<file path="src/common/lstm_macros.svh">
// widths, vector length and fraction bits of the lstm cell
`ifndef LSTM_MACROS_SVH
`define LSTM_MACROS_SVH

// data word, signed q4.12
`define LSTM_WIDTH 16
`define LSTM_FRAC 12

// samples per sequence step
`define LSTM_NUM_IN 4

// full-scale products and sums
`define LSTM_ACC_WIDTH 32

// sample weights, recurrent weight and bias per row
`define LSTM_ADDR_WIDTH ($clog2(`LSTM_NUM_IN + 2))

`endif

</file>
<file path="src/common/lstm_pkg.sv">
// gate and sequencer enums, fixed-point types and constants, hard tanh
`include "lstm_macros.svh"

package lstm_pkg;

	////////////////////
	// enums
	////////////////////

	// weight row select
	typedef enum logic [1:0]
	{
		GATE_A,
		GATE_I,
		GATE_F,
		GATE_O
	} gate_e;

	// weight bank sequencer
	typedef enum logic [1:0]
	{
		SEQ_IDLE,
		SEQ_SAMPLES,
		SEQ_RECUR
	} seq_state_e;

	////////////////////
	// fixed point
	////////////////////

	typedef logic signed [`LSTM_WIDTH-1:0] fix_t;
	typedef logic signed [`LSTM_ACC_WIDTH-1:0] acc_t;

	localparam fix_t ONE_FIX = 16'sd4096;
	localparam fix_t HALF_FIX = 16'sd2048;

	// clamp to +-1.0, input already in q4.12 scale
	function automatic fix_t hard_tanh(input acc_t v);
		if (v > acc_t'(ONE_FIX))
			return ONE_FIX;
		else if (v < -acc_t'(ONE_FIX))
			return -ONE_FIX;
		else
			return fix_t'(v);
	endfunction

endpackage

</file>
<file path="src/lstm_core/cell_update.sv">
// cell and hidden state registers with step output strobe
`timescale 1ns/10ps
`include "lstm_macros.svh"

module cell_update
	import lstm_pkg::*;
	(
	input  logic i_clk,
	input  logic i_rst,
	input  logic i_seq_start,
	input  logic i_act_valid,
	input  fix_t i_a,
	input  fix_t i_i,
	input  fix_t i_f,
	input  fix_t i_o,
	output fix_t o_c,
	output fix_t o_h,
	output logic o_h_valid,
	output fix_t o_h_prev
	);

	// limits of the signed data word
	localparam acc_t FIX_MAX = (acc_t'(1) <<< (`LSTM_WIDTH - 1)) - acc_t'(1);
	localparam acc_t FIX_MIN = -FIX_MAX - acc_t'(1);

	// clip a q4.12 sum into the 16 bit word
	function automatic fix_t sat_fix(input acc_t v);
		if (v > FIX_MAX)
			return fix_t'(FIX_MAX);
		else if (v < FIX_MIN)
			return fix_t'(FIX_MIN);
		else
			return fix_t'(v);
	endfunction

	fix_t c_reg;
	fix_t h_reg;
	acc_t prod_ai;
	acc_t prod_fc;
	acc_t c_sum;
	fix_t c_next;
	fix_t h_next;

	////////////////////
	// c and h datapath
	////////////////////

	always_comb
	begin
		// a*i + f*c_prev with each product floored to q4.12
		prod_ai = (acc_t'(i_a) * acc_t'(i_i)) >>> `LSTM_FRAC;
		prod_fc = (acc_t'(i_f) * acc_t'(c_reg)) >>> `LSTM_FRAC;
		c_sum = prod_ai + prod_fc;
		c_next = sat_fix(c_sum);
		// |o| and |tanh| both <= 1, so h always fits
		h_next = fix_t'((acc_t'(i_o) * acc_t'(hard_tanh(acc_t'(c_next)))) >>> `LSTM_FRAC);
	end

	always_ff @(posedge i_clk)
	begin
		if (i_rst || i_seq_start)
		begin
			c_reg <= '0;
			h_reg <= '0;
		end
		else if (i_act_valid)
		begin
			c_reg <= c_next;
			h_reg <= h_next;
		end
	end

	always_ff @(posedge i_clk)
	begin
		if (i_rst)
			o_h_valid <= 1'b0;
		else
			o_h_valid <= i_act_valid;
	end

	assign o_c = c_reg;
	assign o_h = h_reg;
	// held h feeds the recurrent element of the next step
	assign o_h_prev = h_reg;

	// a new sequence must not clear state mid update
	a_start_vs_act: assert property (@(posedge i_clk) disable iff (i_rst)
		!(i_seq_start && i_act_valid));

endmodule

</file>
<file path="config.mk">
export PLATFORM = sky130hd
export DESIGN_NAME = cell_update
export DESIGN_NICKNAME = d
export VERILOG_FILES = /design/src/common/lstm_pkg.sv /design/src/lstm_core/cell_update.sv
export VERILOG_INCLUDE_DIRS = /design/src /design/src/common
export SDC_FILE = /design/constraint.sdc
export NUM_CORES = 2
export LEC_CHECK = 0
export BUFFER_PORTS_ARGS = -buffer_cell sky130_fd_sc_hd__buf_4
export CAP_MARGIN = 0
export CORE_MARGIN = 4
export CORE_UTILIZATION = 40
export DETAILED_ROUTE_END_ITERATION = 16
export PLACE_DENSITY = 0.66
export SLEW_MARGIN = 30
export SYNTH_ARGS = -nofsm -noshare
export SYNTH_HDL_FRONTEND = slang
export SYNTH_SLANG_ARGS = --single-unit
</file>
<file path="constraint.sdc">
create_clock -name i_clk -period 26.2 [get_ports i_clk]
set_input_delay 5.24 -clock i_clk [delete_from_list [all_inputs] [get_ports i_clk]]
set_output_delay 5.24 -clock i_clk [all_outputs]
set_load 0.05 [all_outputs]
</file>
## Word-level counts from Yosys, hierarchy flattened

Index checks and enable logic that the tools add are counted.

- $lt $le $gt $ge: 4
- $add $sub $neg: 1
- Reduce and logical (&&, ||, !) cells: 1
- $mul: 3
- Muxes and demuxes: 4

Operators with widths:

| operator | count |
|---|---|
| $mul A16 B16 Y32 | 2 |
| $mux W16 | 4 |
| $mul A16 B16 Y28 | 1 |
| $add A20 B20 Y21 | 1 |
| $gt A21 B16 Y1 const B | 1 |
| $lt A21 B16 Y1 const B | 1 |
| $gt A16 B14 Y1 const B | 1 |
| $lt A16 B13 Y1 const B | 1 |
| $logic_or A1 B1 Y1 | 1 |

- Bits of input ports: 68
- Word-level logic and storage cells: 16
- Flip-flop bits (word level): 33
- Output and inout port bits: 49

## Logic depth before layout (Yosys ltp)

- Depth after elaboration: 9
- Mapped depth: 64
- Gate-level depth less buffers: 60

## Worst setup path before layout

Ideal clock, no wire load.

- Kind: input-to-reg
- Start point: in i_i[1]
- End point: reg h_reg[9], in the netlist o_h[9]
- Arrival: 19079 ps
- Path buffers: 4
- Stages on the path: 55
- Path slack: 7005 ps
- Required time: 26085 ps
- Cells stage by stage: clkbuf_1 > nand2_1 > fa_1 > fa_1 > fa_1 > inv_1 > fa_1 > fa_1 > inv_1 > fa_1 > inv_1 > ha_1 > nand2_1 > o21ai_0 > a21o_1 > a211oi_1 > o21ai_0 > a41oi_1 > [... 19 more ...] > fa_1 > inv_1 > fa_1 > fa_1 > inv_1 > fa_1 > fa_1 > inv_1 > fa_1 > inv_1 > ha_1 > a211oi_1 > nand2_1 > or3_1 > o31ai_4 > nor4_1 > or4_1 > a31o_1

- Cells in the longest elaborated chain, start to end: 9

RTL lines:

| what | line | source |
|---|---|---|
| start, declared | cell_update.sv:13 | `input fix_t i_i,` |
| $mul A16 B16 Y32 * | cell_update.sv:51 | `` prod_ai = (acc_t'(i_a) * acc_t'(i_i)) >>> `LSTM_FRAC; `` |
| $add A20 B20 Y21 * | cell_update.sv:53 | `c_sum = prod_ai + prod_fc;` |
| $lt A21 B16 Y1 | cell_update.sv:30 | `else if (v < FIX_MIN)` |
| $mux W16 | cell_update.sv:30 |  |
| $mux W16 * | cell_update.sv:28 | `if (v > FIX_MAX)` |
| $lt A16 B13 Y1 | lstm_pkg.sv:41 | `else if (v < -acc_t'(ONE_FIX))` |
| $mux W16 | lstm_pkg.sv:41 |  |
| $mux W16 * | lstm_pkg.sv:39 | `if (v > acc_t'(ONE_FIX))` |
| $mul A16 B16 Y28 * | cell_update.sv:56 | `` h_next = fix_t'((acc_t'(i_o) * acc_t'(hard_tanh(acc_t'(c_next)))) >>> `LSTM_FRAC); `` |
| end signal, assigned | cell_update.sv:69 | `h_reg <= h_next;` |
| end, declared | cell_update.sv:37 | `fix_t h_reg;` |

Mark *: on every way between the ends. The rest lies on a longest branch, timed or not.
A chain may end at the register's enable or synchronous reset.

## Worst setup path after layout

- Start point: in i_a[15]
- End point: reg h_reg[12], in the netlist o_h[12]

- Cells in the longest elaborated chain, start to end: 9

RTL lines:

| what | line | source |
|---|---|---|
| start, declared | cell_update.sv:12 | `input fix_t i_a,` |
| $mul A16 B16 Y32 * | cell_update.sv:51 |  |
| $add A20 B20 Y21 * | cell_update.sv:53 |  |
| $lt A21 B16 Y1 | cell_update.sv:30 |  |
| $mux W16 | cell_update.sv:30 |  |
| $mux W16 * | cell_update.sv:28 |  |
| $lt A16 B13 Y1 | lstm_pkg.sv:41 |  |
| $mux W16 | lstm_pkg.sv:41 |  |
| $mux W16 * | lstm_pkg.sv:39 |  |
| $mul A16 B16 Y28 * | cell_update.sv:56 |  |

Marked as above.

==> impl_results.md <==
* First-pass DRT Iterations at 5
* GRT overflow at 0
* Boundary pin count at 117
* Synth top area share at 0.493
* Setup_tns at 0 ns
* Max-slew headroom at 0.306
* I/O Buffers at 116
* Synth Warn # at 0
* Layout cells sized above 1 at 0.0511
* Post-detail-place hpwl at 61800 um
* WP data arrival at 21.16 ns
* DRT antenna net count at 0
* Core ar. at roughly 76000 um^2
* Post-synthesis sequential area ratio at 0.0216
* Synthesized area at between 30000 and 40000 um^2
* Most common cell in the netlist: inv_1
* Synth cell count leaders: 880 x inv_1, 751 x fa_1, 387 x nand2_1
* Vias after detailed routing at 22100
* Fin. max-slew vios at 0
* Met2 Resource Use GR at 0.341
* Post-synth EDFFs at 0
* Mean Syn Cell Area at 8.95 um^2
* Hold buffers post-CTS at 0
* DRC violations left at 0
* Startpoint class of the critical path: input pin
* Worst setup path class: in -> reg
* Worst-path clk slew at 0.06 ns
* Syn Inst Count at 3410
* Syn nets at 4481
* Met3 GRT Util at 0.0114
* Fin nets at 4473
* Max-cap viol count at 0
* Crit path largest cell delay at 0.84 ns
* Clk root buf: clkbuf_16
* Setup Skew at around 0.010 ns
* Syn-to-layout area delta at 5.62%
* DIE AREA at approximately 81000 um^2
* First-pass GRT wire length at 126000 um
* RD Place Congestion at 0.902
* Yosys top cell by area: fa_1
* Min-Delay Path Class: reg -> reg
* Clk buf depth at 2
* CTS sink cnt at 33
* Met1 Usage GRT at 0.256
* CP max FO at 19
* Hold Vio Cnt, Final at 0
* Worst-Margin Slew at 1.04 ns
* Total routed wirelength at 74700 um
* CP required at 26.34 ns
* Die width at 284 um
* Clk_lat worst skew at just under 0.3 ns
* All-Layer GR Usage at 0.191
* Setup Buffers After CTS at 0
* Post-CTS Resized at 0
* Drt initial violations at 1212
* Ys async rst share at 0
* Fmax at 47.6 MHz
* Status: finished, final reports clean
* Synthesis-stage register bit count at 33
* Vias in the first global route at ~24000
* Row count at 101
* RSZ-0062 raised after global routing: false
* H-tree depth at 2
* Cell variety after synth at 83
* Endpoint class of the critical path: flip-flop
* Initial Util at 0.402
* Final Cycle Share at 0.802
* Post-DR wirelength/cell at 17.0 um
* Period minus WS final at 21.02 ns
* Die height at 284 um
* TritonCTS clock tree: done
* Top post-synthesis cells by area: fa_1 49%, inv_1 11%, ha_1 10%, and2_1 7.2%, nand2_1 4.8%
* Largest net degree at the start of global routing at 44
* Buf/Inv on CP at 10
* Busiest grt layer: met2
* Via-to-Cell Ratio at between 5 and 6
* Num CTS Buffers at 5
* Endpoints failing setup at 0
* Most numerous cell on the critical path: fa_1
* Initial antenna violation count at 0
* Slowest stage cell, crit path: fa_1
* Ys flop type: dfxtp_1
* Crit-path leading delay family: adder cells
[worst register-to-register path, delay by kind of cell, from the launching register on]
family | cells | cell delay [ns]
adder cells (fa/ha/maj) | 15 | 7.08
AO/OA/AOI/OAI | 16 | 4.09
flip-flops | 1 | 0.88
XOR/XNOR | 1 | 0.30
AND/OR/NAND/NOR | 10 | 3.34
buffers and inverters | 7 | 0.77
[flip-flops by register name, indices dropped and copies added (netlist names)]
signal / flops
o_h_valid: 1
o_c: 16
o_h: 16
[final cells by class]
type / instances / area (um^2)
Fill cell: 7534 / 43600
Multi-Input combinational cell: 2353 / 25900
Clock buffer: 5 / 125
Antenna cell: 1 / 2.50
Clock inverter: 3 / 17.5
Sequential cell: 33 / 661
Inverter: 881 / 3310
Timing Repair Buffer: 128 / 961
Tap cell: 978 / 1220
[kinds of logic after synthesis]
family | share of synthesized area
muxes | 0.00303
and+or+nand+nor | 0.164
DFF | 0.0216
AOI/OAI and AO/OA | 0.0597
buffers and inverters | 0.129
xor gates and xnor gates | 0.0267
adders and majority gates | 0.596
[metal layers]
metal,share of wire,up-vias
met5,0,-
met4,0.025,0
met3,0.046,108
met2,0.51,555
met1,0.41,11400
li1,-,10000
[path summary, 6_finish.rpt]
path	from	endpoint	slack, ns	cells past startpoint
worst min register to register	o_h[8]$_SDFFE_PP0P_	o_h[8]$_SDFFE_PP0P_	0.50	2
worst max register to register	o_c[1]$_SDFFE_PP0P_	o_h[12]$_SDFFE_PP0P_	9.62	49
worst max-delay path	i_a[15]	o_h[12]$_SDFFE_PP0P_	5.18	49
worst min-delay path	o_h[8]$_SDFFE_PP0P_	o_h[8]$_SDFFE_PP0P_	0.50	2
[through the flow]
stage                     hold slack [ns]   util  std cells  setup slack (ns)  cell area (um^2)
final                               0.497  0.425       4382              5.18             32200
after global routing                0.547  0.425       4381              4.06             32200
after CTS                           0.516  0.425       4381              5.27             32200
after detailed placement            0.508  0.423       4373              5.03             32100
after global placement              0.499  0.423       4373              4.98             32100
after floorplan                     0.672      -       3410              7.01             30500
[layout by cell type, fill, tap and decap left out, types with 4 or more instances in the layout]
| cell type | Yosys | final |
|---|---|---|
| a211oi_1 | 28 | 28 |
| a21boi_0 | 4 | 4 |
| a21o_1 | 13 | 13 |
| a21oi_1 | 71 | 71 |
| a31oi_1 | 5 | 5 |
| and2_1 | 350 | 350 |
| and3_1 | 32 | 32 |
| buf_4 | 17 | 128 |
| clkbuf_16 | 0 | 5 |
| dfxtp_1 | 33 | 33 |
| fa_1 | 751 | 751 |
| ha_1 | 252 | 252 |
| inv_1 | 880 | 880 |
| mux2i_1 | 7 | 7 |
| nand2_1 | 387 | 387 |
| nand2b_1 | 20 | 20 |
| nand3_1 | 23 | 23 |
| nand4_1 | 8 | 8 |
| nor2_1 | 111 | 106 |
| nor2_2 | 0 | 5 |
| nor2b_1 | 5 | 5 |
| nor3_1 | 15 | 15 |
| o211ai_1 | 7 | 7 |
| o21a_1 | 18 | 18 |
| o21ai_0 | 29 | 29 |
| o21ai_1 | 7 | 7 |
| o21bai_1 | 8 | 8 |
| o31ai_1 | 8 | 8 |
| or2_2 | 8 | 8 |
| or3_1 | 13 | 13 |
| xnor2_1 | 74 | 74 |
| xor2_1 | 19 | 19 |
Power is left out: the tool's default activity adds up to more than one toggle a clock period on the data nets, which glitch-free logic cannot reach.
