## src/common/lstm_macros.svh

```systemverilog
// widths, vector length and fraction bits of the lstm cell
`ifndef LSTM_MACROS_SVH
`define LSTM_MACROS_SVH

// data word, signed q4.12
`define LSTM_WIDTH 16
`define LSTM_FRAC 12

// samples per sequence step
`define LSTM_NUM_IN 4

// full-scale products and sums
`define LSTM_ACC_WIDTH 32

// sample weights, recurrent weight and bias per row
`define LSTM_ADDR_WIDTH ($clog2(`LSTM_NUM_IN + 2))

`endif

```

## src/common/lstm_pkg.sv

```systemverilog
// gate and sequencer enums, fixed-point types and constants, hard tanh
`include "lstm_macros.svh"

package lstm_pkg;

	////////////////////
	// enums
	////////////////////

	// weight row select
	typedef enum logic [1:0]
	{
		GATE_A,
		GATE_I,
		GATE_F,
		GATE_O
	} gate_e;

	// weight bank sequencer
	typedef enum logic [1:0]
	{
		SEQ_IDLE,
		SEQ_SAMPLES,
		SEQ_RECUR
	} seq_state_e;

	////////////////////
	// fixed point
	////////////////////

	typedef logic signed [`LSTM_WIDTH-1:0] fix_t;
	typedef logic signed [`LSTM_ACC_WIDTH-1:0] acc_t;

	localparam fix_t ONE_FIX = 16'sd4096;
	localparam fix_t HALF_FIX = 16'sd2048;

	// clamp to +-1.0, input already in q4.12 scale
	function automatic fix_t hard_tanh(input acc_t v);
		if (v > acc_t'(ONE_FIX))
			return ONE_FIX;
		else if (v < -acc_t'(ONE_FIX))
			return -ONE_FIX;
		else
			return fix_t'(v);
	endfunction

endpackage

```

## src/common/lstm_elem_if.sv

```systemverilog
// interface for one sample and its four gate weights and biases
`timescale 1ns/10ps
`include "lstm_macros.svh"

interface lstm_elem_if
	import lstm_pkg::*;
	();

	logic valid;
	logic first;
	logic last;
	fix_t x;
	fix_t w_a;
	fix_t w_i;
	fix_t w_f;
	fix_t w_o;
	// biases only matter with first
	fix_t b_a;
	fix_t b_i;
	fix_t b_f;
	fix_t b_o;

	modport source
	(
		output valid, first, last, x,
		output w_a, w_i, w_f, w_o,
		output b_a, b_i, b_f, b_o
	);

	modport sink
	(
		input valid, first, last, x,
		input w_a, w_i, w_f, w_o,
		input b_a, b_i, b_f, b_o
	);

endinterface

```

## src/lstm_core/gate_mac.sv

```systemverilog
// four parallel gate multiply-accumulators with bias seeding
`timescale 1ns/10ps
`include "lstm_macros.svh"

module gate_mac
	import lstm_pkg::*;
	(
	input  logic      i_clk,
	input  logic      i_rst,
	lstm_elem_if.sink elem,
	output logic      o_sums_valid,
	output acc_t      o_sum_a,
	output acc_t      o_sum_i,
	output acc_t      o_sum_f,
	output acc_t      o_sum_o
	);

	fix_t w [4];
	fix_t b [4];
	acc_t prod [4];
	acc_t base [4];
	acc_t acc_next [4];
	acc_t acc [4];
	acc_t sum [4];

	assign w[GATE_A] = elem.w_a;
	assign w[GATE_I] = elem.w_i;
	assign w[GATE_F] = elem.w_f;
	assign w[GATE_O] = elem.w_o;

	assign b[GATE_A] = elem.b_a;
	assign b[GATE_I] = elem.b_i;
	assign b[GATE_F] = elem.b_f;
	assign b[GATE_O] = elem.b_o;

	////////////////////
	// datapath
	////////////////////

	// sums kept at q8.24 until the last element
	always_comb
	begin
		for (int g = 0; g < 4; g++)
		begin
			prod[g] = acc_t'(elem.x) * acc_t'(w[g]);
			// bias moved up to product scale
			base[g] = elem.first ? (acc_t'(b[g]) <<< `LSTM_FRAC) : acc[g];
			acc_next[g] = base[g] + prod[g];
		end
	end

	always_ff @(posedge i_clk)
	begin
		if (elem.valid)
		begin
			for (int g = 0; g < 4; g++)
			begin
				acc[g] <= acc_next[g];
			end
		end
		if (elem.valid && elem.last)
		begin
			// floor back to q4.12
			for (int g = 0; g < 4; g++)
			begin
				sum[g] <= acc_next[g] >>> `LSTM_FRAC;
			end
		end
	end

	// done strobe
	always_ff @(posedge i_clk)
	begin
		if (i_rst)
			o_sums_valid <= 1'b0;
		else
			o_sums_valid <= elem.valid && elem.last;
	end

	assign o_sum_a = sum[GATE_A];
	assign o_sum_i = sum[GATE_I];
	assign o_sum_f = sum[GATE_F];
	assign o_sum_o = sum[GATE_O];

endmodule

```

## src/flat_wrapper.sv

```systemverilog
// flat-port wrapper written by rule: the top's interface ports become plain ports
module gate_mac_flat import lstm_pkg::*;
  (i_clk, i_rst, o_sums_valid, o_sum_a, o_sum_i, o_sum_f, o_sum_o, elem_valid, elem_first, elem_last, elem_x, elem_w_a, elem_w_i, elem_w_f, elem_w_o, elem_b_a, elem_b_i, elem_b_f, elem_b_o);
  lstm_elem_if elem_i ();
  input  logic i_clk;
  input  logic i_rst;
  output logic o_sums_valid;
  output acc_t o_sum_a;
  output acc_t o_sum_i;
  output acc_t o_sum_f;
  output acc_t o_sum_o;
  input wire logic [$bits(elem_i.valid)-1:0] elem_valid;
  input wire logic [$bits(elem_i.first)-1:0] elem_first;
  input wire logic [$bits(elem_i.last)-1:0] elem_last;
  input wire logic [$bits(elem_i.x)-1:0] elem_x;
  input wire logic [$bits(elem_i.w_a)-1:0] elem_w_a;
  input wire logic [$bits(elem_i.w_i)-1:0] elem_w_i;
  input wire logic [$bits(elem_i.w_f)-1:0] elem_w_f;
  input wire logic [$bits(elem_i.w_o)-1:0] elem_w_o;
  input wire logic [$bits(elem_i.b_a)-1:0] elem_b_a;
  input wire logic [$bits(elem_i.b_i)-1:0] elem_b_i;
  input wire logic [$bits(elem_i.b_f)-1:0] elem_b_f;
  input wire logic [$bits(elem_i.b_o)-1:0] elem_b_o;
  assign elem_i.valid = elem_valid;
  assign elem_i.first = elem_first;
  assign elem_i.last = elem_last;
  assign elem_i.x = elem_x;
  assign elem_i.w_a = elem_w_a;
  assign elem_i.w_i = elem_w_i;
  assign elem_i.w_f = elem_w_f;
  assign elem_i.w_o = elem_w_o;
  assign elem_i.b_a = elem_b_a;
  assign elem_i.b_i = elem_b_i;
  assign elem_i.b_f = elem_b_f;
  assign elem_i.b_o = elem_b_o;
  gate_mac u_core (.i_clk(i_clk), .i_rst(i_rst), .elem(elem_i), .o_sums_valid(o_sums_valid), .o_sum_a(o_sum_a), .o_sum_i(o_sum_i), .o_sum_f(o_sum_f), .o_sum_o(o_sum_o));
endmodule
```

## config.mk

```make
export PLATFORM = sky130hd
export DESIGN_NAME = gate_mac_flat
export DESIGN_NICKNAME = d
export VERILOG_FILES = /design/src/common/lstm_pkg.sv /design/src/common/lstm_elem_if.sv /design/src/lstm_core/gate_mac.sv /design/src/flat_wrapper.sv
export VERILOG_INCLUDE_DIRS = /design/src /design/src/common
export SDC_FILE = /design/constraint.sdc
export NUM_CORES = 2
export LEC_CHECK = 0
export BUFFER_PORTS_ARGS = -buffer_cell sky130_fd_sc_hd__clkbuf_2
export CAP_MARGIN = 20
export CORE_MARGIN = 2
export CORE_UTILIZATION = 65
export DETAILED_ROUTE_END_ITERATION = 16
export PLACE_DENSITY = 0.84
export SKIP_CTS_REPAIR_TIMING = 1
export SKIP_LAST_GASP = 1
export SYNTH_ARGS = -nofsm -noshare
export SYNTH_HDL_FRONTEND = slang
export SYNTH_SLANG_ARGS = --single-unit
```

## constraint.sdc

```tcl
create_clock -name i_clk -period 16.2 [get_ports i_clk]
set_input_delay 0 -clock i_clk [delete_from_list [all_inputs] [get_ports i_clk]]
set_output_delay 0 -clock i_clk [all_outputs]
set_load 0.02 [all_outputs]
```

# --- Word-level counts from Yosys, hierarchy flattened ---
# Memory sizes are Yosys's and may differ from the RTL's.
# Cells that the tools add are included.
op_classes:
  n_lt_le_gt_ge: 0
  div: 0
  mux: 8
  shifts: 0
  reduce_logical: 1
  eq_ne: 0
  bitwise_logic: 0
  multipliers: 4
  n_addsub: 4
ops:
  columns: ["cell", "count"]
  rows:
  - ["$add 32x32->32", 4]
  - ["$mul 16x16->32", 4]
  - ["$mux 32", 4]
  - ["$mux 1", 4]
  - ["$logic_and 1x1->1", 1]
totals:
  mem_count: 2
  latch_bits: 0
  reg_bits: 1
  output_inout_bits: 129
  rom_bits: 0
  in_bits: 149
  mem_bits_rw: 256
memory_table:
  columns: ["name", "depth", "word_bits", "read_ports", "rd_clocked_by_memory_dff", "write_ports", "line", "source"]
  rows:
  - ["u_core.acc", 4, 32, 4, 0, 4, "gate_mac.sv:23", "acc_t acc [4];"]
  - ["u_core.sum", 4, 32, 4, 0, 4, "gate_mac.sv:24", "acc_t sum [4];"]

# --- Depth between registers and ports, before layout ---
depth:
  ltp_word: 3
  mapped_depth: 24

# --- Worst setup path after synthesis ---
# OpenSTA, ideal clock, no wires.
synth_timing:
  kind: "input -> register"
  startpoint: "input elem_x[15]"
  endpoint: "memory u_core.acc[3][31] (netlist bit), data pin"
  arrival_time_ps: 5717
  path_slack_ps: 10218
  setup_time_ps: 265
  path_stages: 24
  cell_sequence: "clkbuf_1 -> clkbuf_1 -> nand2_1 -> inv_1 -> fa_1 -> inv_1 -> fa_1 -> inv_1 -> fa_1 -> fa_1 -> fa_1 -> inv_1 -> fa_1 -> inv_1 -> ha_1 -> clkbuf_1 -> o21ai_0 -> inv_1 -> o31a_1 -> nor4_1 -> o41ai_1 -> a211o_1 -> a31oi_1 -> xnor2_1"
synth_rtl:
  columns: ["item", "line", "source"]
  rows:
  - ["start, declared", "flat_wrapper.sv:15", "input wire logic [$bits(elem_i.x)-1:0] elem_x;"]
  - ["end, declared", "gate_mac.sv:23", null]

==> metrics.yaml <==
layout:
  multi_input_area_mm2: 0.03910
  register_area_mm2: 0.006266
  area_delta_synth_final_pct: 5.030
  drive_gt1_frac: 0.07700
  fill_cells: 5759
  nNetsFinal: 7019
logic_synthesis:
  yosysUniqueCellTypes: 72
  netlist_top_cells_count: "1,364 x inv_1, 1,168 x fa_1, 518 x nand2_1, 501 x and2_1, 392 x ha_1"
  ys.flop_type: "edfxtp_1"
  synth_area_leaders: "fa_1 45%, edfxtp_1 12%, inv_1 9.9%, ha_1 9.5%, and2_1 6.1%"
  syn_nets: 6936
  avgSynthCellArea_um2: 9.869
  yosysMostFrequentCell: "inv_1"
  synth_area_leader_cell: "fa_1"
  synth_edf_count: 208
  synth_top_area_frac: 0.4533
  syn_inst: 5227
  syn_area_mm2: 0.05159
  yosys_warnings: 0
  synth_seq_cells: 209
  synth-seq-area-share: 0.1215
  async_reset_ff_frac: 0
drt:
  firstDrtPassIters: 5
  wl_per_cell_um: 18.55
  drt_iter0_drc: 2351
  vias_per_cell: 5.517
  drtAntennaViolNets: 0
  routed-via-count: 35240
  drc: 0
  routed_wirelength_um: 118500
sta:
  min_period_ns: 6.962
  final.setup.tns_ns: 0
  slew_viol_final: 0
  holdWs_ns: -0.03994
  rsz0062_at_grt: "false"
  worst_pin_slew_ns: 1.012
  relSlewSlack: 0.3254
  max_freq_ghz: 0.1436
  finalSetupViolCount: 0
  hold_viol_final: 6
  clock_skew_ns: 0.01185
  post-route-period-util: 0.4297
outcome:
  violations: "hold timing"
  status: "finished, violations left"
floorplan:
  initial_core_util: 0.6551
  die_area_mm2: 0.08163
  ios: 278
  core_area_mm2: 0.07874
  fp-row-count: 103
  die_w_um: 285.7
  fp.dieH_um: 285.7
worst_setup_path:
  critPathSlowestCell: "a221oi_1"
  worstSetupEndpointType: "flop"
  cp.arrival_ns: 7.32
  crit_fanout: 54
  critPathLaunchType: "primary input"
  path_cells: "buf_6 -> buf_4 -> buf_4 -> mux2i_1 -> fa_1 -> inv_1 -> fa_1 -> fa_1 -> fa_1 -> inv_1 -> fa_1 -> inv_1 -> ha_1 -> and4_1 -> a221oi_1 -> a2bb2oi_1 -> o21ai_0 -> o211ai_1 -> nand2_1 -> o311ai_1"
  cp_slowest_stage_delay_ns: 0.82
  critPathKind: "primary input to flop"
  cp.required_ns: 16.56
  cpMostUsedCell: "fa_1"
global_route:
  overflow: 0
  track_usage: 0.3092
  grt_max_degree: 80
  grt_pass1_wl_um: 200100
  grt_pass1_vias: 39540
  antenna_found_initial: 20
cts:
  h-tree-depth: 1
  cts-root-buf: "clkbuf_16"
  clock_sinks: 209
  clock_latency_ns: 0.58
  clockBufferDepth: 3
  cts-buffers-inserted: 27
  tritoncts: "built"
  clkTransAtPathRegs_ns: 0.05
placement:
  gp_congestion: 0.9231
  portBuffers: 277
  hpwl_um: 92560
worst_hold_path:
  hp-class: "primary input to flop"
flow_run:
  maxCapViolations: 0
## placed cells by master (no fill, tap or decap), types with 63 or more instances in the layout
master / synthesis / layout
a21oi_1: 71 / 71
and2_1: 501 / 500
clkbuf_2: 0 / 275
edfxtp_1: 208 / 208
fa_1: 1168 / 1168
ha_1: 392 / 392
inv_1: 1364 / 1364
nand2_1: 518 / 518
nor2_1: 112 / 112
nor2b_1: 63 / 63
o21ai_0: 80 / 80
xnor2_1: 119 / 119
## final cells by class
type / count / share of cell area
multi-input cells: 3409 / 0.7217
flip-flops and latches: 209 / 0.1156
inverters: 1364 / 0.09449
repair buffers: 299 / 0.02891
well taps: 1050 / 0.02425
clock buffers: 35 / 0.01302
clock inverters: 9 / 0.001409
diodes: 12 / 0.0005542
## cell families (layout without fill, tap and decap cells)
| logic type | count (synthesis) | count (layout) | synth area share |
|---|---|---|---|
| other cells | 0 | 12 | 0 |
| mux | 63 | 63 | 0.01358 |
| buf+inv | 1609 | 1707 | 0.1206 |
| fa+ha+maj | 1560 | 1560 | 0.5483 |
| simple gates | 1333 | 1333 | 0.1311 |
| compound gates | 304 | 304 | 0.03968 |
| flops | 209 | 209 | 0.1215 |
| xor+xnor | 149 | 149 | 0.02530 |
## stage by stage
stage	instances	hold slack, ns	cell area [um2]	setup WS, ns	utilization
global placement	6330	0.1574	53360	9.073	0.6777
CTS	6374	-0.4646	54140	9.491	0.6876
global route	6385	0.006078	54180	8.715	0.6880
detailed placement	6330	0.1605	53360	8.867	0.6777
floorplan	5227	0.07161	51590	10.22	-
finish	6387	-0.03994	54180	9.238	0.6881
## routing by layer
| layer | up-vias | wire (um) | track usage |
|---|---|---|---|
| li1 | 15560 | - | - |
| met1 | 17920 | 45960 | 0.4041 |
| met2 | 1467 | 57990 | 0.5191 |
| met3 | 276 | 10470 | 0.06053 |
| met4 | 20 | 3910 | 0.1094 |
| met5 | - | 131 | 0 |
## final timing paths
path	startpoint	end	slack, ns	depth (start not counted)
max	elem_first	u_core.acc[2][27]	9.24	20
min	elem_valid	u_core.acc[2][29]	-0.04	1
max reg2reg	u_core.acc[2][15]	u_core.acc[2][27]	9.99	17
min reg2reg	u_core.acc[1][0]	u_core.acc[1][0]	0.67	2
## registers in the layout, indices dropped and copies added (netlist names)
signal               count
u_core.acc             128
u_core.o_sums_valid      1
u_core.sum              80
## critical path: cells and delay by family
kind | cells | cell delay (ns)
buffers and inverters | 6 | 1.77
adder cells (fa/ha/maj) | 6 | 2.77
AND/OR/NAND/NOR | 2 | 0.35
AO/OA/AOI/OAI | 5 | 2.08
multiplexers | 1 | 0.33
Power is left out: the tool's default activity adds up to more than one toggle a clock period on the data nets, which glitch-free logic cannot reach.
