### config.mk
export PLATFORM = sky130hd
export DESIGN_NAME = weight_bank_flat
export DESIGN_NICKNAME = d
export VERILOG_FILES = /design/src/common/lstm_pkg.sv /design/src/common/lstm_elem_if.sv /design/src/hw/weight_bank.sv /design/src/flat_wrapper.sv
export VERILOG_INCLUDE_DIRS = /design/src /design/src/common
export SDC_FILE = /design/constraint.sdc
export NUM_CORES = 1
export LEC_CHECK = 0
export BUFFER_PORTS_ARGS = -buffer_cell sky130_fd_sc_hd__buf_2
export CAP_MARGIN = 20
export CELL_PAD_IN_SITES_DETAIL_PLACEMENT = 0
export CELL_PAD_IN_SITES_GLOBAL_PLACEMENT = 1
export CORE_UTILIZATION = 53
export DETAILED_ROUTE_END_ITERATION = 8
export MAX_ROUTING_LAYER = met4
export PLACE_DENSITY = 0.92
export RECOVER_POWER = 100
export SLEW_MARGIN = 20
export SYNTH_ARGS = -nofsm -noshare
export SYNTH_HDL_FRONTEND = slang
export SYNTH_SLANG_ARGS = --single-unit
### constraint.sdc
create_clock -name i_clk -period 5 [get_ports i_clk]
set_input_delay 1.5 -clock i_clk [delete_from_list [all_inputs] [get_ports i_clk]]
set_output_delay 1.5 -clock i_clk [all_outputs]
set_load 0.03 [all_outputs]
### src/common/lstm_macros.svh
// widths, vector length and fraction bits of the lstm cell
`ifndef LSTM_MACROS_SVH
`define LSTM_MACROS_SVH

// data word, signed q4.12
`define LSTM_WIDTH 16
`define LSTM_FRAC 12

// samples per sequence step
`define LSTM_NUM_IN 4

// full-scale products and sums
`define LSTM_ACC_WIDTH 32

// sample weights, recurrent weight and bias per row
`define LSTM_ADDR_WIDTH ($clog2(`LSTM_NUM_IN + 2))

`endif

### src/common/lstm_pkg.sv
// gate and sequencer enums, fixed-point types and constants, hard tanh
`include "lstm_macros.svh"

package lstm_pkg;

	////////////////////
	// enums
	////////////////////

	// weight row select
	typedef enum logic [1:0]
	{
		GATE_A,
		GATE_I,
		GATE_F,
		GATE_O
	} gate_e;

	// weight bank sequencer
	typedef enum logic [1:0]
	{
		SEQ_IDLE,
		SEQ_SAMPLES,
		SEQ_RECUR
	} seq_state_e;

	////////////////////
	// fixed point
	////////////////////

	typedef logic signed [`LSTM_WIDTH-1:0] fix_t;
	typedef logic signed [`LSTM_ACC_WIDTH-1:0] acc_t;

	localparam fix_t ONE_FIX = 16'sd4096;
	localparam fix_t HALF_FIX = 16'sd2048;

	// clamp to +-1.0, input already in q4.12 scale
	function automatic fix_t hard_tanh(input acc_t v);
		if (v > acc_t'(ONE_FIX))
			return ONE_FIX;
		else if (v < -acc_t'(ONE_FIX))
			return -ONE_FIX;
		else
			return fix_t'(v);
	endfunction

endpackage

### src/common/lstm_elem_if.sv
// interface for one sample and its four gate weights and biases
`timescale 1ns/10ps
`include "lstm_macros.svh"

interface lstm_elem_if
	import lstm_pkg::*;
	();

	logic valid;
	logic first;
	logic last;
	fix_t x;
	fix_t w_a;
	fix_t w_i;
	fix_t w_f;
	fix_t w_o;
	// biases only matter with first
	fix_t b_a;
	fix_t b_i;
	fix_t b_f;
	fix_t b_o;

	modport source
	(
		output valid, first, last, x,
		output w_a, w_i, w_f, w_o,
		output b_a, b_i, b_f, b_o
	);

	modport sink
	(
		input valid, first, last, x,
		input w_a, w_i, w_f, w_o,
		input b_a, b_i, b_f, b_o
	);

endinterface

### src/hw/weight_bank.sv
// gate weight storage, element sequencer and recurrent element insertion
`timescale 1ns/10ps
`include "lstm_macros.svh"

module weight_bank
	import lstm_pkg::*;
	(
	input  logic                        i_clk,
	input  logic                        i_rst,
	input  logic                        i_wr,
	input  gate_e                       i_wr_gate,
	input  logic [`LSTM_ADDR_WIDTH-1:0] i_wr_addr,
	input  fix_t                        i_wr_data,
	input  logic                        i_x_valid,
	input  logic                        i_x_last,
	input  fix_t                        i_x,
	input  fix_t                        i_h_prev,
	lstm_elem_if.source                 elem
	);

	localparam int ENTRIES = `LSTM_NUM_IN + 2;
	localparam logic [`LSTM_ADDR_WIDTH-1:0] RECUR_ADDR = (`LSTM_ADDR_WIDTH)'(`LSTM_NUM_IN);
	localparam logic [`LSTM_ADDR_WIDTH-1:0] BIAS_ADDR = (`LSTM_ADDR_WIDTH)'(`LSTM_NUM_IN + 1);

	fix_t w_mem [4][ENTRIES];
	seq_state_e state;
	logic [`LSTM_ADDR_WIDTH-1:0] cnt;
	logic [`LSTM_ADDR_WIDTH-1:0] rd_addr;

	// writes only land while idle
	always_ff @(posedge i_clk)
	begin
		if (i_wr && state == SEQ_IDLE && i_wr_addr < ENTRIES)
			w_mem[i_wr_gate][i_wr_addr] <= i_wr_data;
	end

	assign rd_addr = (state == SEQ_RECUR) ? RECUR_ADDR : cnt;

	////////////////////
	// sequencer
	////////////////////

	always_ff @(posedge i_clk)
	begin
		if (i_rst)
		begin
			state <= SEQ_IDLE;
			cnt <= '0;
			elem.valid <= 1'b0;
			elem.first <= 1'b0;
			elem.last <= 1'b0;
		end
		else
		begin
			elem.valid <= i_x_valid || (state == SEQ_RECUR);
			elem.first <= i_x_valid && (state == SEQ_IDLE);
			elem.last <= (state == SEQ_RECUR);
			case (state)
				SEQ_IDLE, SEQ_SAMPLES:
				begin
					if (i_x_valid)
					begin
						cnt <= cnt + 1'b1;
						state <= i_x_last ? SEQ_RECUR : SEQ_SAMPLES;
					end
				end
				SEQ_RECUR:
				begin
					// h element goes out now, back to idle
					cnt <= '0;
					state <= SEQ_IDLE;
				end
				default:
					state <= SEQ_IDLE;
			endcase
		end
	end

	// element payload
	always_ff @(posedge i_clk)
	begin
		elem.x <= (state == SEQ_RECUR) ? i_h_prev : i_x;
		elem.w_a <= w_mem[GATE_A][rd_addr];
		elem.w_i <= w_mem[GATE_I][rd_addr];
		elem.w_f <= w_mem[GATE_F][rd_addr];
		elem.w_o <= w_mem[GATE_O][rd_addr];
		elem.b_a <= w_mem[GATE_A][BIAS_ADDR];
		elem.b_i <= w_mem[GATE_I][BIAS_ADDR];
		elem.b_f <= w_mem[GATE_F][BIAS_ADDR];
		elem.b_o <= w_mem[GATE_O][BIAS_ADDR];
	end

	////////////////////
	// assertions
	////////////////////

	a_wr_idle: assert property (@(posedge i_clk) disable iff (i_rst)
		i_wr |-> state == SEQ_IDLE);

	// the h slot needs the cycle after i_x_last to itself
	a_no_sample_recur: assert property (@(posedge i_clk) disable iff (i_rst)
		state == SEQ_RECUR |-> !i_x_valid);

endmodule

### src/flat_wrapper.sv
// flat-port wrapper written by rule: the top's interface ports become plain ports
module weight_bank_flat import lstm_pkg::*;
  (i_clk, i_rst, i_wr, i_wr_gate, i_wr_addr, i_wr_data, i_x_valid, i_x_last, i_x, i_h_prev, elem_valid, elem_first, elem_last, elem_x, elem_w_a, elem_w_i, elem_w_f, elem_w_o, elem_b_a, elem_b_i, elem_b_f, elem_b_o);
  lstm_elem_if elem_i ();
  input  logic i_clk;
  input  logic i_rst;
  input  logic i_wr;
  input  gate_e i_wr_gate;
  input  logic [`LSTM_ADDR_WIDTH-1:0] i_wr_addr;
  input  fix_t i_wr_data;
  input  logic i_x_valid;
  input  logic i_x_last;
  input  fix_t i_x;
  input  fix_t i_h_prev;
  output wire logic [$bits(elem_i.valid)-1:0] elem_valid;
  output wire logic [$bits(elem_i.first)-1:0] elem_first;
  output wire logic [$bits(elem_i.last)-1:0] elem_last;
  output wire logic [$bits(elem_i.x)-1:0] elem_x;
  output wire logic [$bits(elem_i.w_a)-1:0] elem_w_a;
  output wire logic [$bits(elem_i.w_i)-1:0] elem_w_i;
  output wire logic [$bits(elem_i.w_f)-1:0] elem_w_f;
  output wire logic [$bits(elem_i.w_o)-1:0] elem_w_o;
  output wire logic [$bits(elem_i.b_a)-1:0] elem_b_a;
  output wire logic [$bits(elem_i.b_i)-1:0] elem_b_i;
  output wire logic [$bits(elem_i.b_f)-1:0] elem_b_f;
  output wire logic [$bits(elem_i.b_o)-1:0] elem_b_o;
  assign elem_valid = elem_i.valid;
  assign elem_first = elem_i.first;
  assign elem_last = elem_i.last;
  assign elem_x = elem_i.x;
  assign elem_w_a = elem_i.w_a;
  assign elem_w_i = elem_i.w_i;
  assign elem_w_f = elem_i.w_f;
  assign elem_w_o = elem_i.w_o;
  assign elem_b_a = elem_i.b_a;
  assign elem_b_i = elem_i.b_i;
  assign elem_b_f = elem_i.b_f;
  assign elem_b_o = elem_i.b_o;
  weight_bank u_core (.i_clk(i_clk), .i_rst(i_rst), .i_wr(i_wr), .i_wr_gate(i_wr_gate), .i_wr_addr(i_wr_addr), .i_wr_data(i_wr_data), .i_x_valid(i_x_valid), .i_x_last(i_x_last), .i_x(i_x), .i_h_prev(i_h_prev), .elem(elem_i));
endmodule
# == Yosys cells after proc, flatten, opt, wreduce, memory -nomap -nowiden ==
# Memory sizes are Yosys's and may differ from the RTL's.
# Cells that the tools add are included.
# word_totals
mem_count,1
elab_cells,57
ram_bits,384
reg_bits,152
# memory_table
name,depth,width,read_ports,rd_clocked_by_memory_dff,write_ports,line,rtl
u_core.w_mem,4,96,4,0,1,weight_bank.sv:25,fix_t w_mem [4][ENTRIES];
# classes
n_eq_ne,3
n_reduce_logical,10
muxes,21
addsub,1
magnitude_cmp,4
bitwise,3
# op_table
op,count
$bmux 16 s3,4
$mux 16,10
$mux 96,1
$demux 16 s3,1
$ge 4x4->1 const B,2
$not 3->4,2
$mux 3,2
$pmux 3 s2,1
$logic_and 1x1->1,4
$lt 4x1->1 const B,1
$reduce_or 2->1,2
$add 3x1->3 const B,1
$lt 3x3->1 const B,1
$eq 2x1->1 const B,1
$eq 2x2->1 const B,1
$logic_not 2->1,1
$mux 2,1
$ne 2x2->1 const B,1
$reduce_and 2->1,1
$reduce_bool 2->1,1
$logic_or 1x1->1,1
$mux 1,1
$not 1->1,1

# == Logic depth before layout (Yosys ltp) ==
# logic_depth
depth_word,6
depth_mapped,7
depth_no_buf,5

# == Worst setup path after synthesis ==
# No wires, ideal clock.
# synth_path
path_kind,input-to-reg
startpoint,input port i_wr_addr[1]
endpoint,"memory u_core.w_mem[1][16] in the netlist's numbering, enable pin"
required_ns,4.612
path_slack_ns,1.896
setup_ns,0.388
t_arrival_ns,2.716
stages,3
path_buffers,0
cell_sequence,nor3_1 nand4b_1 nor2_1
# synth_between
elab_chain_len,6
elab_cells_between_ends,10
cone_classes,3 x order compare; 4 x mux; 1 x bitwise; 2 x reduce/logical
# synth_rtl
item,line,rtl
start: declaration,flat_wrapper.sv:9,input logic [`LSTM_ADDR_WIDTH-1:0] i_wr_addr;
$not 3->4 (not written as such),weight_bank.sv:34,w_mem[i_wr_gate][i_wr_addr] <= i_wr_data;
$ge 4x4->1 (not written as such) / $lt 4x1->1 (equally long branches),weight_bank.sv:34,
$logic_and 1x1->1 (not written as such),weight_bank.sv:34,
$mux 16 (not written as such),weight_bank.sv:34,
$demux 16 s3,weight_bank.sv:34,
$mux 96 (not written as such) (*),weight_bank.sv:34,
end: declaration,weight_bank.sv:25,
# Mark *: on every way between the ends. The rest lies on a longest branch, timed or not.

# == Final worst setup path ==
# layout_path
startpoint,register u_core.state[1]
endpoint,register u_core.elem.w_a[5]
# layout_between
elab_chain_len,6
# layout_rtl
item,line,rtl
start: declaration,weight_bank.sv:26,seq_state_e state;
start signal: assignment,weight_bank.sv:64,state <= i_x_last ? SEQ_RECUR : SEQ_SAMPLES;
$eq 2x2->1,weight_bank.sv:37,assign rd_addr = (state == SEQ_RECUR) ? RECUR_ADDR : cnt;
$mux 3,weight_bank.sv:37,
$not 3->4 (not written as such),weight_bank.sv:83,elem.w_a <= w_mem[GATE_A][rd_addr];
$bmux 16 s3,weight_bank.sv:83,
$mux 16 (not written as such) (2 in series),weight_bank.sv:83,
end signal: assignment,weight_bank.sv:83,
end: declaration,lstm_elem_if.sv:26,"output w_a, w_i, w_f, w_o,"
# Every way passes these cells. The select of a mux whose other input is x is not followed.
# A chain may end at the register's enable or synchronous reset.

==> implementation parameters <==
Parameter                              Value

Worst setup path
  Type of the worst setup path    reg -> reg
  Data arrival at the endpoint of the critical path    3.91 ns
  Required time at the worst-slack endpoint    5.44 ns
  Startpoint class of the critical path    flip-flop
  R2r worst-path depth    5
  Setup slack of the worst register-to-register path    1.52 ns
  Critical Path, Cell by Cell    nor2b_1, nor2_4, clkbuf_2, o21ai_0, o22ai_1
  Cell at the slowest stage of the critical path    nor2b_1
  Top fanout value on the critical path    64
  Sort of element at the end of the critical path    flip-flop
  Delay contributed by the slowest stage of the critical path    1.30 ns

Yosys
  Post-synthesis simple-gate area fraction    4.66%
  Top cells by area in the synthesized netlist    edfxtp_1 (62%), dfxtp_1 (16%), mux2_2 (3.9%)
  Synthesized cell area    0.0186 sq mm
  Share of Yosys cell area claimed by the top area cell type    61.9%
  Synthesis-stage register bit count    536
  Gate count after technology mapping    1,106
  Warning count from the yosys run    0
  Compound-cell area share of the yosys netlist    7.19%
  Share of cell area taken by muxes after synthesis    7.36%
  Adder-cell share of the synthesized area    0.0672%
  Sequential share of the synthesized area    78.2%
  Xor and xnor area share after synthesis    0.0940%
  Synth unique cells    39
  Average cell area after synthesis    16.8 sq um
  Area leader, netlist    edfxtp_1
  Post-Synthesis Net Count    1,165
  Main combinational cell family by area after synthesis    multiplexers

Global routing
  Vias in the first global route    10,300
  Tot GR Track Use    23.6%
  Initial antenna violation count    4
  Pin count of the biggest net entering global routing    115
  Remaining global-route overflow    0
  Wire length of the first global-routing pass    61.3 mm

Cells and area
  Non-filler cells, final    1,826
  Area added between synthesis and finish    14.4%
  Layout cell share with drive strength beyond 1    14.1%
  Final-stage net count    1,383
  Area of the multi-input gates    0.00360 sq mm
  Most frequent cells in the layout    edfxtp_1 (384), clkbuf_1 (212), dfxtp_1 (150)
  Most frequent standard cell in the layout excluding fill and tap cells    edfxtp_1
  Area of all sequential standard cells    0.0146 sq mm
  Filler cell count in the final layout    2,569

Job
  Max_cap viols    2

Status
  Violations in the final reports    capacitance limit, slew limit
  Run status    finished, violations left

CTS
  CTS sink count    536
  Clock buffer depth    3
  Number of buffers inserted by hold repair at cts    0
  Clock tree from TritonCTS    done
  Number of buffers inserted to repair setup after CTS    0
  Clock root buffer    clkbuf_16
  CTS-repair resized insts    0
  CTS H-tree depth    2
  Clock latency on the worst-skew pair    0.60 ns
  TritonCTS buffer count    52
  Clock slew at the register clock pins of the worst setup and hold paths    0.06 ns

Floorplan
  Core area    0.0345 sq mm
  Die outline width    189 um
  Ports    205
  Initial Utilization    53.9%
  # rows    68
  Die outline height    189 um
  Die Footprint    0.0359 sq mm

Timing
  Max Clk Rate    287 MHz
  RSZ-0062 raised after global routing    false
  Setup_tns    0 ns
  Final Hold Fails    0
  Worst clock skew on the final layout    0.0292 ns
  Relative slew slack    -35.3%
  Final critical-path setup slack    1.52 ns
  Period utilisation layout    69.6%
  Worst Max-Slew Pin Slew    2.03 ns
  Slew Viols, Final    104
  Final setup violation count    0
  Clock period minus final worst setup slack    3.48 ns

Placed design
  Number of placed cells counting well taps    1,725
  Number of port buffers    204
  Post-detail-place hpwl    23.3 mm
  Last weighted congestion value of the routability-driven placer    0.815
  Minimum setup slack after placement    1.85 ns

Power and ir drop
  Maximum resistive drop on vdd    0.000329 V
  Leakage power    7.38 nW
  Post-layout power    9.32 mW
  Power Dens Cells    437 mW/mm^2

Drt
  Iteration-0 DRC Markers    999
  Wirelength, routed    41.3 mm
  Post-DRT Antenna Nets    0
  Post-route DRC violation count    0
  Detailed-router iteration count before antenna repair    5
  Via density per instance    5.73
  Total number of vias    10,500
  Detail-routed net length per standard cell    22.6 um

Hold path
  Hold Crit Depth    0
  Worst hold path class    reg -> reg
## routing by layer
layer  GRT usage, %  part of all wire, %
met2           37.3                   48
met1           30.5                   41
met5              -                    0
met3           4.54                  8.0
met4           8.81                  2.6
## path summary, 6_finish.rpt
check / end / start
setup reg to reg: u_core.elem.w_a[5] / u_core.state[1]
hold reg to reg: u_core.elem.b_o[10] / u_core.w_mem[3][10]
setup / recovery: u_core.elem.w_a[5] / u_core.state[1]
hold / removal: u_core.elem.b_o[10] / u_core.w_mem[3][10]
## critical path: cells and delay by family, from the launching register on
kind | cells | cell delay, ns
AOI/OAI and AO/OA | 2 | 0.64
buffers and inverters | 1 | 0.78
DFF | 1 | 0.63
and+or+nand+nor | 2 | 1.25
## logic make-up after synthesis
| group | after synthesis |
|---|---|
| adder cells (fa/ha/maj) | 1 |
| XOR/XNOR | 2 |
| AND/OR/NAND/NOR | 168 |
| flip-flops | 536 |
| multiplexers | 129 |
| AO/OA/AOI/OAI | 198 |
| buffers and inverters | 72 |
## sequential cells by signal (all words and copies together), names as in the netlist
signal and flops:
u_core.elem.w_f 16, u_core.elem.first 1, u_core.elem.w_o 16, u_core.elem.valid 1, u_core.elem.x 16, u_core.elem.w_a 16
u_core.state 2, u_core.w_mem 384, u_core.elem.last 1, u_core.cnt 3, u_core.elem.b_a 16, u_core.elem.b_f 16
u_core.elem.b_o 16, u_core.elem.b_i 16, u_core.elem.w_i 16
## cells in the mapped netlist, drive strengths merged
cell type / count
mux2i: 65
ha: 1
a31oi: 3
nor4b: 2
nor3: 2
nand4b: 1
edfxtp: 384
and3b: 1
nand2: 53
clkbuf: 20
nand2b: 4
o21a: 1
nor3b: 1
a21oi: 2
nand3: 3
dfxtp: 152
xor2: 1
o22ai: 64
a311oi: 64
nor2b: 65
inv: 2
nor2: 34
o21ai: 64
xnor2: 1
or2: 1
buf: 50
nand4: 1
mux2: 64
## per-stage QoR
stage	cell area (sq um)	util [%]	hold slack, ns
after global routing	21300	61.7	0.382
final	21300	61.7	0.369
after CTS	21600	62.6	0.372
after global placement	20000	58.0	0.362
after floorplan	18600	-	0.339
after detailed placement	20000	58.0	0.354
## power breakdown
part           total, mW  internal (mW)  switching [mW]
clock               3.63           2.04            1.58
combinational      0.754          0.214           0.541
sequential          4.94           4.88          0.0593
## final cells by class
type,instances,area share [%]
clock buffer,81,6.94
clock inverter,16,0.516
inverter,2,0.0411
tap,455,2.67
timing repair buffer,234,4.50
antenna,4,0.0470
multi-input combinational,498,16.9
sequential,536,68.4
Note: power is estimated with default switching activity, not from simulation.
